## src/design/cog_pkg.sv

```systemverilog
//----------------------------------------
// Frame geometry and widths of the COG core
// Sums are sized for a fully set 16x16 frame
// v_size must lie in 1..MAX_ROWS
//----------------------------------------
`default_nettype none

package cog_pkg;

    // Frame geometry
    localparam int COLS       = 16;
    localparam int MAX_ROWS   = 16;
    localparam int ROW_ADDR_W = $clog2(MAX_ROWS);
    localparam int ROWS_W     = $clog2(MAX_ROWS) + 1;
    localparam int COL_IDX_W  = $clog2(COLS);

    // Sum and quotient widths
    localparam int SUM_S_W    = 9;
    localparam int SUM_M_W    = 12;

    // Operand latch plus one step per quotient bit
    localparam int DIV_CYCLES = SUM_M_W + 1;

    typedef logic [COLS-1:0]       row_t;
    typedef logic [ROW_ADDR_W-1:0] row_addr_t;
    typedef logic [ROWS_W-1:0]     rows_t;
    typedef logic [SUM_S_W-1:0]    sum_s_t;
    typedef logic [SUM_M_W-1:0]    sum_m_t;

    typedef enum logic [1:0] {
        IDLE,
        READ,
        REDUCE,
        DIVIDE
    } seq_state_t;

endpackage

`default_nettype wire

```

## src/design/cog_centroid.sv

```systemverilog
//----------------------------------------
// Centre of gravity of a 16x16 binary frame
// Row memory answers row_rd one cycle later
// Results hold until the next frame
//----------------------------------------
`timescale 1ns/1ps
`default_nettype none

module cog_centroid (
    input  wire logic               CCLK,
    input  wire logic               RST_N,
    input  wire logic               vsync,
    input  wire cog_pkg::rows_t     v_size,
    input  wire cog_pkg::row_t      row_data,
    input  wire logic               row_valid,
    output logic                    row_rd,
    output cog_pkg::row_addr_t      row_addr,
    output cog_pkg::sum_s_t         sum_s,
    output cog_pkg::sum_m_t         sum_sx,
    output cog_pkg::sum_m_t         sum_sy,
    output logic                    sums_valid,
    output cog_pkg::sum_m_t         cog_x,
    output cog_pkg::sum_m_t         cog_y,
    output logic                    cog_valid
);

    logic frame_clear;
    logic reduce_start;

    cog_frame_sequencer i_sequencer (
        .CCLK         (CCLK),
        .RST_N        (RST_N),
        .vsync        (vsync),
        .v_size       (v_size),
        .cog_valid    (cog_valid),
        .row_rd       (row_rd),
        .row_addr     (row_addr),
        .frame_clear  (frame_clear),
        .reduce_start (reduce_start)
    );

    cog_moment_accumulator i_accumulator (
        .CCLK         (CCLK),
        .RST_N        (RST_N),
        .frame_clear  (frame_clear),
        .row_valid    (row_valid),
        .row_data     (row_data),
        .reduce_start (reduce_start),
        .sum_s        (sum_s),
        .sum_sy       (sum_sy),
        .sum_sx       (sum_sx),
        .sums_valid   (sums_valid)
    );

    //----------------------------------------
    // Both dividers start together and finish together
    //----------------------------------------
    cog_divider i_div_x (
        .CCLK     (CCLK),
        .RST_N    (RST_N),
        .start    (sums_valid),
        .dividend (sum_sx),
        .divisor  (sum_s),
        .quotient (cog_x),
        .done     (cog_valid)
    );

    cog_divider i_div_y (
        .CCLK     (CCLK),
        .RST_N    (RST_N),
        .start    (sums_valid),
        .dividend (sum_sy),
        .divisor  (sum_s),
        .quotient (cog_y),
        .done     ()
    );

endmodule

`default_nettype wire

```

## src/design/cog_divider.sv

```systemverilog
//----------------------------------------
// Serial restoring divider, integer quotient
// done follows start by DIV_CYCLES cycles
// Divisor 0 gives an all-ones quotient
//----------------------------------------
`timescale 1ns/1ps
`default_nettype none

module cog_divider (
    input  wire logic               CCLK,
    input  wire logic               RST_N,
    input  wire logic               start,
    input  wire cog_pkg::sum_m_t    dividend,
    input  wire cog_pkg::sum_s_t    divisor,
    output cog_pkg::sum_m_t         quotient,
    output logic                    done
);
    import cog_pkg::*;

    typedef logic [$clog2(SUM_M_W)-1:0] step_t;

    logic             busy;
    step_t            step;
    sum_m_t           dvd;
    sum_s_t           dvs;
    sum_s_t           rem;
    logic [SUM_S_W:0] trial;
    logic [SUM_S_W:0] diff;
    logic             q_bit;
    sum_s_t           rem_nxt;

    // One subtract-and-restore step
    always_comb begin
        trial   = {rem, dvd[SUM_M_W-1]};
        diff    = trial - {1'b0, dvs};
        q_bit   = (trial >= {1'b0, dvs});
        rem_nxt = q_bit ? diff[SUM_S_W-1:0] : trial[SUM_S_W-1:0];
    end

    // Quotient bits shift in behind the dividend
    always_ff @(posedge CCLK) begin
        if (start) begin
            dvd <= dividend;
            dvs <= divisor;
            rem <= '0;
        end else if (busy) begin
            dvd <= {dvd[SUM_M_W-2:0], q_bit};
            rem <= rem_nxt;
        end
    end

    always_ff @(posedge CCLK or negedge RST_N) begin
        if (!RST_N) begin
            busy     <= 1'b0;
            step     <= '0;
            quotient <= '0;
            done     <= 1'b0;
        end else begin
            done <= 1'b0;
            if (start) begin
                busy <= 1'b1;
                step <= '0;
            end else if (busy) begin
                step <= step + 1'b1;
                if (step == step_t'(SUM_M_W - 1)) begin
                    busy     <= 1'b0;
                    done     <= 1'b1;
                    quotient <= {dvd[SUM_M_W-2:0], q_bit};
                end
            end
        end
    end

endmodule

`default_nettype wire

```

## src/design/cog_frame_sequencer.sv

```systemverilog
//----------------------------------------
// Frame FSM, started by a vsync rise in IDLE
// First row_rd comes 2 cycles after vsync rises
// REDUCE length is fixed to the column reduction
//----------------------------------------
`timescale 1ns/1ps
`default_nettype none

module cog_frame_sequencer (
    input  wire logic               CCLK,
    input  wire logic               RST_N,
    input  wire logic               vsync,
    input  wire cog_pkg::rows_t     v_size,
    input  wire logic               cog_valid,
    output logic                    row_rd,
    output cog_pkg::row_addr_t      row_addr,
    output logic                    frame_clear,
    output logic                    reduce_start
);
    import cog_pkg::*;

    typedef logic [COL_IDX_W:0] red_cnt_t;

    seq_state_t state;
    logic       vsync_q;
    logic       vsync_qq;
    logic       vsync_rise;
    logic       last_row;
    red_cnt_t   red_cnt;

    assign vsync_rise = vsync_q & ~vsync_qq;
    assign last_row   = (rows_t'(row_addr) + rows_t'(1)) == v_size;
    assign row_rd     = (state == READ);

    // Vsync sample and edge register
    always_ff @(posedge CCLK or negedge RST_N) begin
        if (!RST_N) begin
            vsync_q  <= 1'b0;
            vsync_qq <= 1'b0;
        end else begin
            vsync_q  <= vsync;
            vsync_qq <= vsync_q;
        end
    end

    //----------------------------------------
    // Frame FSM
    //----------------------------------------
    always_ff @(posedge CCLK or negedge RST_N) begin
        if (!RST_N) begin
            state        <= IDLE;
            row_addr     <= '0;
            red_cnt      <= '0;
            frame_clear  <= 1'b0;
            reduce_start <= 1'b0;
        end else begin
            frame_clear  <= 1'b0;
            reduce_start <= 1'b0;
            case (state)
                IDLE: begin
                    if (vsync_rise) begin
                        state       <= READ;
                        row_addr    <= '0;
                        frame_clear <= 1'b1;
                    end
                end
                READ: begin
                    if (last_row) begin
                        state        <= REDUCE;
                        row_addr     <= '0;
                        red_cnt      <= '0;
                        reduce_start <= 1'b1;
                    end else begin
                        row_addr <= row_addr + 1'b1;
                    end
                end
                REDUCE: begin
                    // Accumulator needs COLS + 1 cycles after the last row
                    if (red_cnt == red_cnt_t'(COLS)) begin
                        state <= DIVIDE;
                    end else begin
                        red_cnt <= red_cnt + 1'b1;
                    end
                end
                DIVIDE: begin
                    if (cog_valid) begin
                        state <= IDLE;
                    end
                end
                default: begin
                    state <= IDLE;
                end
            endcase
        end
    end

endmodule

`default_nettype wire

```

## src/design/cog_moment_accumulator.sv

```systemverilog
//----------------------------------------
// Per-frame sums S, SY and SX
// Rows are indexed in arrival order after frame_clear
// Sums hold until the next frame_clear
//----------------------------------------
`timescale 1ns/1ps
`default_nettype none

module cog_moment_accumulator (
    input  wire logic               CCLK,
    input  wire logic               RST_N,
    input  wire logic               frame_clear,
    input  wire logic               row_valid,
    input  wire cog_pkg::row_t      row_data,
    input  wire logic               reduce_start,
    output cog_pkg::sum_s_t         sum_s,
    output cog_pkg::sum_m_t         sum_sy,
    output cog_pkg::sum_m_t         sum_sx,
    output logic                    sums_valid
);
    import cog_pkg::*;

    typedef logic [COL_IDX_W-1:0] col_idx_t;

    sum_s_t    row_cnt;
    sum_m_t    row_moment;
    sum_m_t    col_moment;
    row_addr_t row_idx;
    rows_t     col_cnt [COLS];
    logic      reducing;
    col_idx_t  col_idx;

    // Popcount of the incoming row
    always_comb begin
        row_cnt = '0;
        for (int c = 0; c < COLS; c++) begin
            row_cnt = row_cnt + sum_s_t'(row_data[c]);
        end
    end

    assign row_moment = sum_m_t'(row_idx) * sum_m_t'(row_cnt);
    assign col_moment = sum_m_t'(col_idx) * sum_m_t'(col_cnt[col_idx]);

    // One counter per column, cleared at frame start
    always_ff @(posedge CCLK) begin
        for (int c = 0; c < COLS; c++) begin
            if (frame_clear) begin
                col_cnt[c] <= '0;
            end else if (row_valid && row_data[c]) begin
                col_cnt[c] <= col_cnt[c] + 1'b1;
            end
        end
    end

    //----------------------------------------
    // Row sums and serial SX reduction
    //----------------------------------------
    always_ff @(posedge CCLK or negedge RST_N) begin
        if (!RST_N) begin
            row_idx    <= '0;
            sum_s      <= '0;
            sum_sy     <= '0;
            sum_sx     <= '0;
            reducing   <= 1'b0;
            col_idx    <= '0;
            sums_valid <= 1'b0;
        end else begin
            sums_valid <= 1'b0;
            if (frame_clear) begin
                row_idx <= '0;
                sum_s   <= '0;
                sum_sy  <= '0;
                sum_sx  <= '0;
            end else if (row_valid) begin
                row_idx <= row_idx + 1'b1;
                sum_s   <= sum_s + row_cnt;
                sum_sy  <= sum_sy + row_moment;
            end
            // Last row lands together with reduce_start
            if (reduce_start) begin
                reducing <= 1'b1;
                col_idx  <= '0;
            end else if (reducing) begin
                sum_sx  <= sum_sx + col_moment;
                col_idx <= col_idx + 1'b1;
                if (col_idx == col_idx_t'(COLS - 1)) begin
                    reducing   <= 1'b0;
                    sums_valid <= 1'b1;
                end
            end
        end
    end

endmodule

`default_nettype wire

```

## config.mk

```make
export PLATFORM = sky130hd
export DESIGN_NAME = cog_centroid
export DESIGN_NICKNAME = d
export VERILOG_FILES = /design/src/design/cog_pkg.sv /design/src/design/cog_centroid.sv /design/src/design/cog_divider.sv /design/src/design/cog_frame_sequencer.sv /design/src/design/cog_moment_accumulator.sv
export SDC_FILE = /design/constraint.sdc
export NUM_CORES = 1
export LEC_CHECK = 0
export BUFFER_PORTS_ARGS = -buffer_cell sky130_fd_sc_hd__buf_2
export CORE_UTILIZATION = 62
export DETAILED_ROUTE_END_ITERATION = 12
export HOLD_SLACK_MARGIN = 0.05
export PLACE_DENSITY = 0.78
export SLEW_MARGIN = 20
export SYNTH_ARGS = -nofsm -noshare
export SYNTH_HDL_FRONTEND = slang
export SYNTH_SLANG_ARGS = --single-unit
```

## constraint.sdc

```tcl
create_clock -name CCLK -period 7 [get_ports CCLK]
set_clock_uncertainty 0.05 [all_clocks]
set_input_delay 0.7 -clock CCLK [delete_from_list [all_inputs] [get_ports CCLK]]
set_output_delay 0.7 -clock CCLK [all_outputs]
set_load 0.02 [all_outputs]
```

Word level (Yosys, flattened, before mapping) --
Memory sizes are Yosys's and may differ from the RTL's. Index checks and enable logic that the tools add are counted.
Cells by class: add/sub/neg operators 43, multiply operators 2, magnitude comparators 2, equality and inequality tests 13, multiplexer cells 117, bitwise gates (word level) 19, reduce and logical (&&, ||, !) cells 28
Operators by type and width (number):
- 9-bit by 1-bit adder with 9-bit output | 14
- 12-bit 2-to-1 mux | 9
- 5-bit 2-to-1 mux | 18
- 5-bit by 1-bit adder with 5-bit output (second input constant) | 17
- 1-bit 2-to-1 mux | 69
- 4-bit 2-to-1 mux | 10
- 9-bit 2-to-1 mux | 4
- 4-bit by 1-bit adder with 4-bit output (second input constant) | 5
- 10-bit by 9-bit >= comparator with 1-bit output | 2
- 9-bit subtractor | 2
- 1-bit logical AND | 16
- 1-bit OR | 16
- 12-bit adder | 1
- 12-bit by 9-bit adder with 12-bit output | 1
- 4-bit equality test (second input constant) | 3
- 4-bit by 9-bit multiplier with 12-bit output | 1
- 2-bit nonzero test | 6
- 5-bit case mux with 2 select lines | 1
- 9-bit adder | 1
- 4-bit by 5-bit multiplier with 9-bit output | 1
- 3-bit AND reduction | 3
- 2-bit 2-to-1 mux | 4
- 2-bit by 1-bit != test with 1-bit output (second input constant) | 4
- 2-bit case mux with 4 select lines | 1
- 13 further kinds | 15
Word-level totals: register bits after elaboration 144, bits in writable memories 80, logic and storage cells 251, memories kept 1
Memory list:
- i_accumulator.col_cnt | words 16, bits a word 5, read ports 17, clocked after memory_dff 0, wr ports 16, line cog_moment_accumulator.sv:29 | rows_t col_cnt [COLS];

Logic depth before layout (Yosys ltp) --
depth after elaboration 19, depth in mapped cells 26, depth with buffers taken out 26

Hierarchy --
A second synthesis with hierarchy kept.
Unflattened totals: cell total of the unflattened synthesis 1332, area total of the unflattened synthesis 14438.8 um2
Modules (own cells, without submodules):
- cog_moment_accumulator | times used 1, cells an instance 838, area each 8748.4 um2, sequential area each 3478.3 um2
- cog_divider | times used 2, cells an instance 193, area each 2351.0 um2, sequential area each 1261.2 um2
- cog_frame_sequencer | times used 1, cells an instance 108, area each 988.4 um2, sequential area each 375.4 um2

Worst setup path after synthesis --
OpenSTA, ideal clock, no wires.
path kind input -> register, start point input row_data[0], end point register i_accumulator.sum_sy[8], data arrival time 6.873 ns, data required time 6.829 ns, slack -0.044 ns, cell stages on the path 21, cells stage by stage ha_1 > inv_1 > fa_1 > fa_1 > fa_1 > fa_1 > fa_1 > fa_1 > xnor2_1 > and2_1 > fa_1 > fa_1 > inv_1 > fa_1 > inv_1 > ha_1 > o21a_1 > a21oi_1 > a21oi_1 > xor2_1 > a22o_1
On the way: word-level cells in the longest chain between the ends 19
Ends and longest elaborated chain:
- from (decl) | line cog_centroid.sv:14 | input wire cog_pkg::row_t row_data,
- 1-bit by 1-bit adder with 2-bit output | line cog_moment_accumulator.sv:37 | row_cnt = row_cnt + sum_s_t'(row_data[c]);
- 9-bit by 1-bit adder with 9-bit output (14 in a row) | line cog_moment_accumulator.sv:37
- 4-bit by 9-bit multiplier with 12-bit output | line cog_moment_accumulator.sv:41 | assign row_moment = sum_m_t'(row_idx) * sum_m_t'(row_cnt);
- 12-bit adder | line cog_moment_accumulator.sv:77 | sum_sy <= sum_sy + row_moment;
- 12-bit 2-to-1 mux | line cog_moment_accumulator.sv:74 | end else if (row_valid) begin
- 12-bit 2-to-1 mux | line cog_moment_accumulator.sv:69 | if (frame_clear) begin
- to (signal assigned) | line cog_moment_accumulator.sv:77
- to (decl) | line cog_moment_accumulator.sv:17 | output cog_pkg::sum_m_t sum_sy,
No other way between the ends. The select of a mux whose other input is x is not followed. A chain may end at the register's enable or synchronous reset.

Worst setup path in the final report --
start point input row_data[0], end point register i_accumulator.sum_sy[11]
Same word-level chain as after synthesis.

==> impl_metrics.py <==
metrics = {
    "yosys": {
        "syn_area_um2": 13800,
        "synth-seq-cells": 224,
        "synthFlopType": "edfxtp_1",
        "yosys-top-cells-area": "edfxtp_1 (25%), dfrtp_1 (17%), ha_1 (8.5%), fa_1 (5.4%), mux2_2 (4.2%)",
        "yosysWarnings": 0,
        "synthMostInstantiatedCell": "nor2_1",
        "yosysSeqAreaShare_pct": 44.2,
        "synth_edf_count": 113,
        "ys_top_cells_by_count": "nor2_1 (147), inv_1 (120), edfxtp_1 (113)",
        "synth_fp_nets": 1396,
        "syn_inst": 1241,
        "netlist.area_leader.share_pct": 24.7,
        "synth.distinct_cells": 66,
        "synth_area_leader_cell": "edfxtp_1",
        "syn_avg_cell_area_um2": 11.1,
        "async_flop_share_pct": 41.5,
    },
    "die": {
        "die_w_um": 151,
        "die_y_um": 151,
        "coreArea_um2": 21800,
        "io_pins": 89,
        "dieArea_um2": 22800,
        "rows": 54,
        "start_util_pct": 63.1,
    },
    "route": {
        "avgRoutedWirePerCell_um": 16.9,
        "drtPass1Iterations": 5,
        "route.vias.total": 9448,
        "wl_um": 27800,
        "viasPerCell": 5.74,
        "drc": 0,
        "ant_nets": 0,
        "detail_route.iter0.violations": 395,
    },
    "critical_path": {
        "cp-end-kind": "flop",
        "critical_path.cell_chain": "buf_2 -> ha_1 -> inv_1 -> fa_2 -> fa_1 -> fa_1 -> fa_1 -> fa_2 -> fa_2 -> xnor2_2 -> and2_1 -> fa_1 -> fa_1 -> inv_1 -> fa_1 -> inv_1 -> ha_1 -> o21ai_1 -> a21oi_2 -> a41oi_2 -> or3_1 -> a21oi_1",
        "crit_end": "i_accumulator.sum_sy[11]$_DFFE_PN0P_",
        "r2r.worst_path.cells": 15,
        "critPathSlowestCell": "fa_2",
        "critPathRequiredTime_ns": 7.39,
        "critPathMaxStageDelay_ns": 0.57,
        "startpoint": "row_data[0]",
        "worstSetupPathType": "in2reg",
        "regToRegStartpoint": "i_accumulator.col_idx[1]$_DFFE_PN0P_",
        "crit_arrival_ns": 7.16,
        "cp-start-kind": "input port",
        "crit_fanout": 4,
        "r2r_setup_slack_ns": 1.53,
        "path_common_cell": "fa_1",
        "timing.rr.end": "i_accumulator.sum_sx[7]$_DFF_PN0_",
    },
    "status": {
        "status": "completed",
    },
    "cts": {
        "root_buffer": "clkbuf_16",
        "clockBufferDepth": 3,
        "cts_num_sinks": 224,
        "numCtsBuffers": 25,
        "clk_pin_slew_ns": 0.06,
        "ctsHoldBuffers": 0,
        "tritoncts": "yes",
        "cts_max_level": 1,
        "worstSkewPairLatency_ns": 0.52,
    },
    "power": {
        "ir_drop_mv": 0.517,
        "leakage_nw": 7.09,
        "pwr_density_cell_nw_per_um2": 530,
    },
    "placement": {
        "post-dp-hpwl_um": 20400,
        "globalplace.congestion": 0.859,
        "placedCellCount": 1599,
        "port_buffers": 88,
    },
    "timing": {
        "finalSetupViolations": 0,
        "setup_tns_ns": 0,
        "finalHoldViolations": 0,
        "fin_crit_sh_pct": 96.8,
        "slew_viol_final": 0,
        "worstMarginPinSlew_ns": 1.06,
        "max_freq_mhz": 148,
        "max-slew-margin-rel_pct": 29.4,
        "period_needed_ns": 6.77,
    },
    "global_routing": {
        "antenna_found_initial": 0,
        "grt_pass1_vias": 9399,
        "grt_first_pass_wirelength_um": 46200,
        "grt_use_total_pct": 25.6,
        "overflow": 0,
        "grt_max_degree": 67,
    },
    "job": {
        "drv_cap": 0,
    },
    "min_path": {
        "min_path_type": "in2async",
    },
    "cells_and_area": {
        "stdcell_count": 1645,
        "num_antenna_cells": 0,
        "nets": 1502,
        "drive_above_1_share_pct": 18.5,
        "area_growth_pct": 12.1,
    },
}
==> per-stage QoR <==
stage | utilization [%] | power (mW) | setup WS (ns) | cell area [um^2] | hold WS [ns]
2_1_floorplan | - | 5.69 | 0.0214 | 13800 | 0.305
3_3_place_gp | 67.0 | 6.68 | -0.371 | 14600 | 0.316
3_5_place_dp | 67.0 | 6.89 | -0.511 | 14600 | 0.318
4_1_cts | 70.5 | 8.16 | 0.00713 | 15400 | 0.0559
5_1_grt | 70.7 | 8.94 | -0.00261 | 15400 | 0.0691
6_report | 70.7 | 8.19 | 0.227 | 15400 | 0.0606
==> kinds of logic after synthesis <==
family	synth area share, %
adders and majority gates	13.9
and+or+nand+nor	12.1
AOI/OAI and AO/OA	9.29
xor gates and xnor gates	5.79
DFF	44.2
muxes	10.3
buffers and inverters	4.48
==> how the worst min path moves through the flow <==
| stage | startpoint | cells after the start | end |
|---|---|---|---|
| 5_1_grt | RST_N | 1 | i_div_y.quotient[5]$_DFFE_PN0P_ |
| 6_report | RST_N | 1 | i_div_y.quotient[4]$_DFFE_PN0P_ |
| 3_5_place_dp | i_sequencer.vsync_q$_DFF_PN0_ | 0 | i_sequencer.vsync_qq$_DFF_PN0_ |
| 4_1_cts | RST_N | 1 | i_div_y.quotient[9]$_DFFE_PN0P_ |
| 3_3_place_gp | i_sequencer.vsync_q$_DFF_PN0_ | 0 | i_sequencer.vsync_qq$_DFF_PN0_ |
| 2_1_floorplan | i_sequencer.vsync_q$_DFF_PN0_ | 0 | i_sequencer.vsync_qq$_DFF_PN0_ |
==> state kept, by name, indices dropped and copies added (netlist names), 12 cells and up <==
register and cells:
i_accumulator.sum_sy 12, i_div_y.quotient 12, i_div_x.dvd 12, i_div_y.dvd 12
i_div_x.quotient 12, i_accumulator.col_cnt 80, i_accumulator.sum_sx 12
==> placed cells by master (no fill, tap or decap), drive strengths merged, types with 41 or more instances in the layout <==
cell type,n
buf,116
dfrtp,93
edfxtp,113
ha,93
inv,120
mux2,51
nand2,66
nor2,147
o21ai,41
xor2,54
==> where the power goes <==
| group | leakage [nW] | internal, mW | switching, mW |
|---|---|---|---|
| Sequential | 2.45 | 1.76 | 0.372 |
| Combinational | 4.26 | 2.30 | 2.53 |
| Clock | 0.380 | 0.721 | 0.508 |
==> layout make-up <==
type | count | area (um^2)
Multi-Input combinational cell | 859 | 7120
Tap cell | 280 | 350
Clock inverter | 7 | 36.3
Clock buffer | 38 | 736
Inverter | 121 | 454
Timing Repair Buffer | 116 | 653
Fill cell | 1587 | 6390
Sequential cell | 224 | 6080
==> repair_timing <==
item,4_1_cts,5_1_grt
buffers inserted,0,1
endpoints found under the setup margin,0,6
gates resized for setup,0,9
==> worst max-delay path: cells and delay by family <==
family	cells	cell delay, ns
adders and majority gates	11	4.86
AOI/OAI and AO/OA	4	0.69
and+or+nand+nor	2	0.49
buffers and inverters	4	0.26
xor gates and xnor gates	1	0.16
==> metal layers <==
layer  track usage [%]  part of all wire [%]
met1              34.9                    45
met2              42.7                    48
met3              3.64                   4.8
met4              7.25                   2.5
met5                 0                     0
No activity file was read; power rests on OpenSTA's default activity.
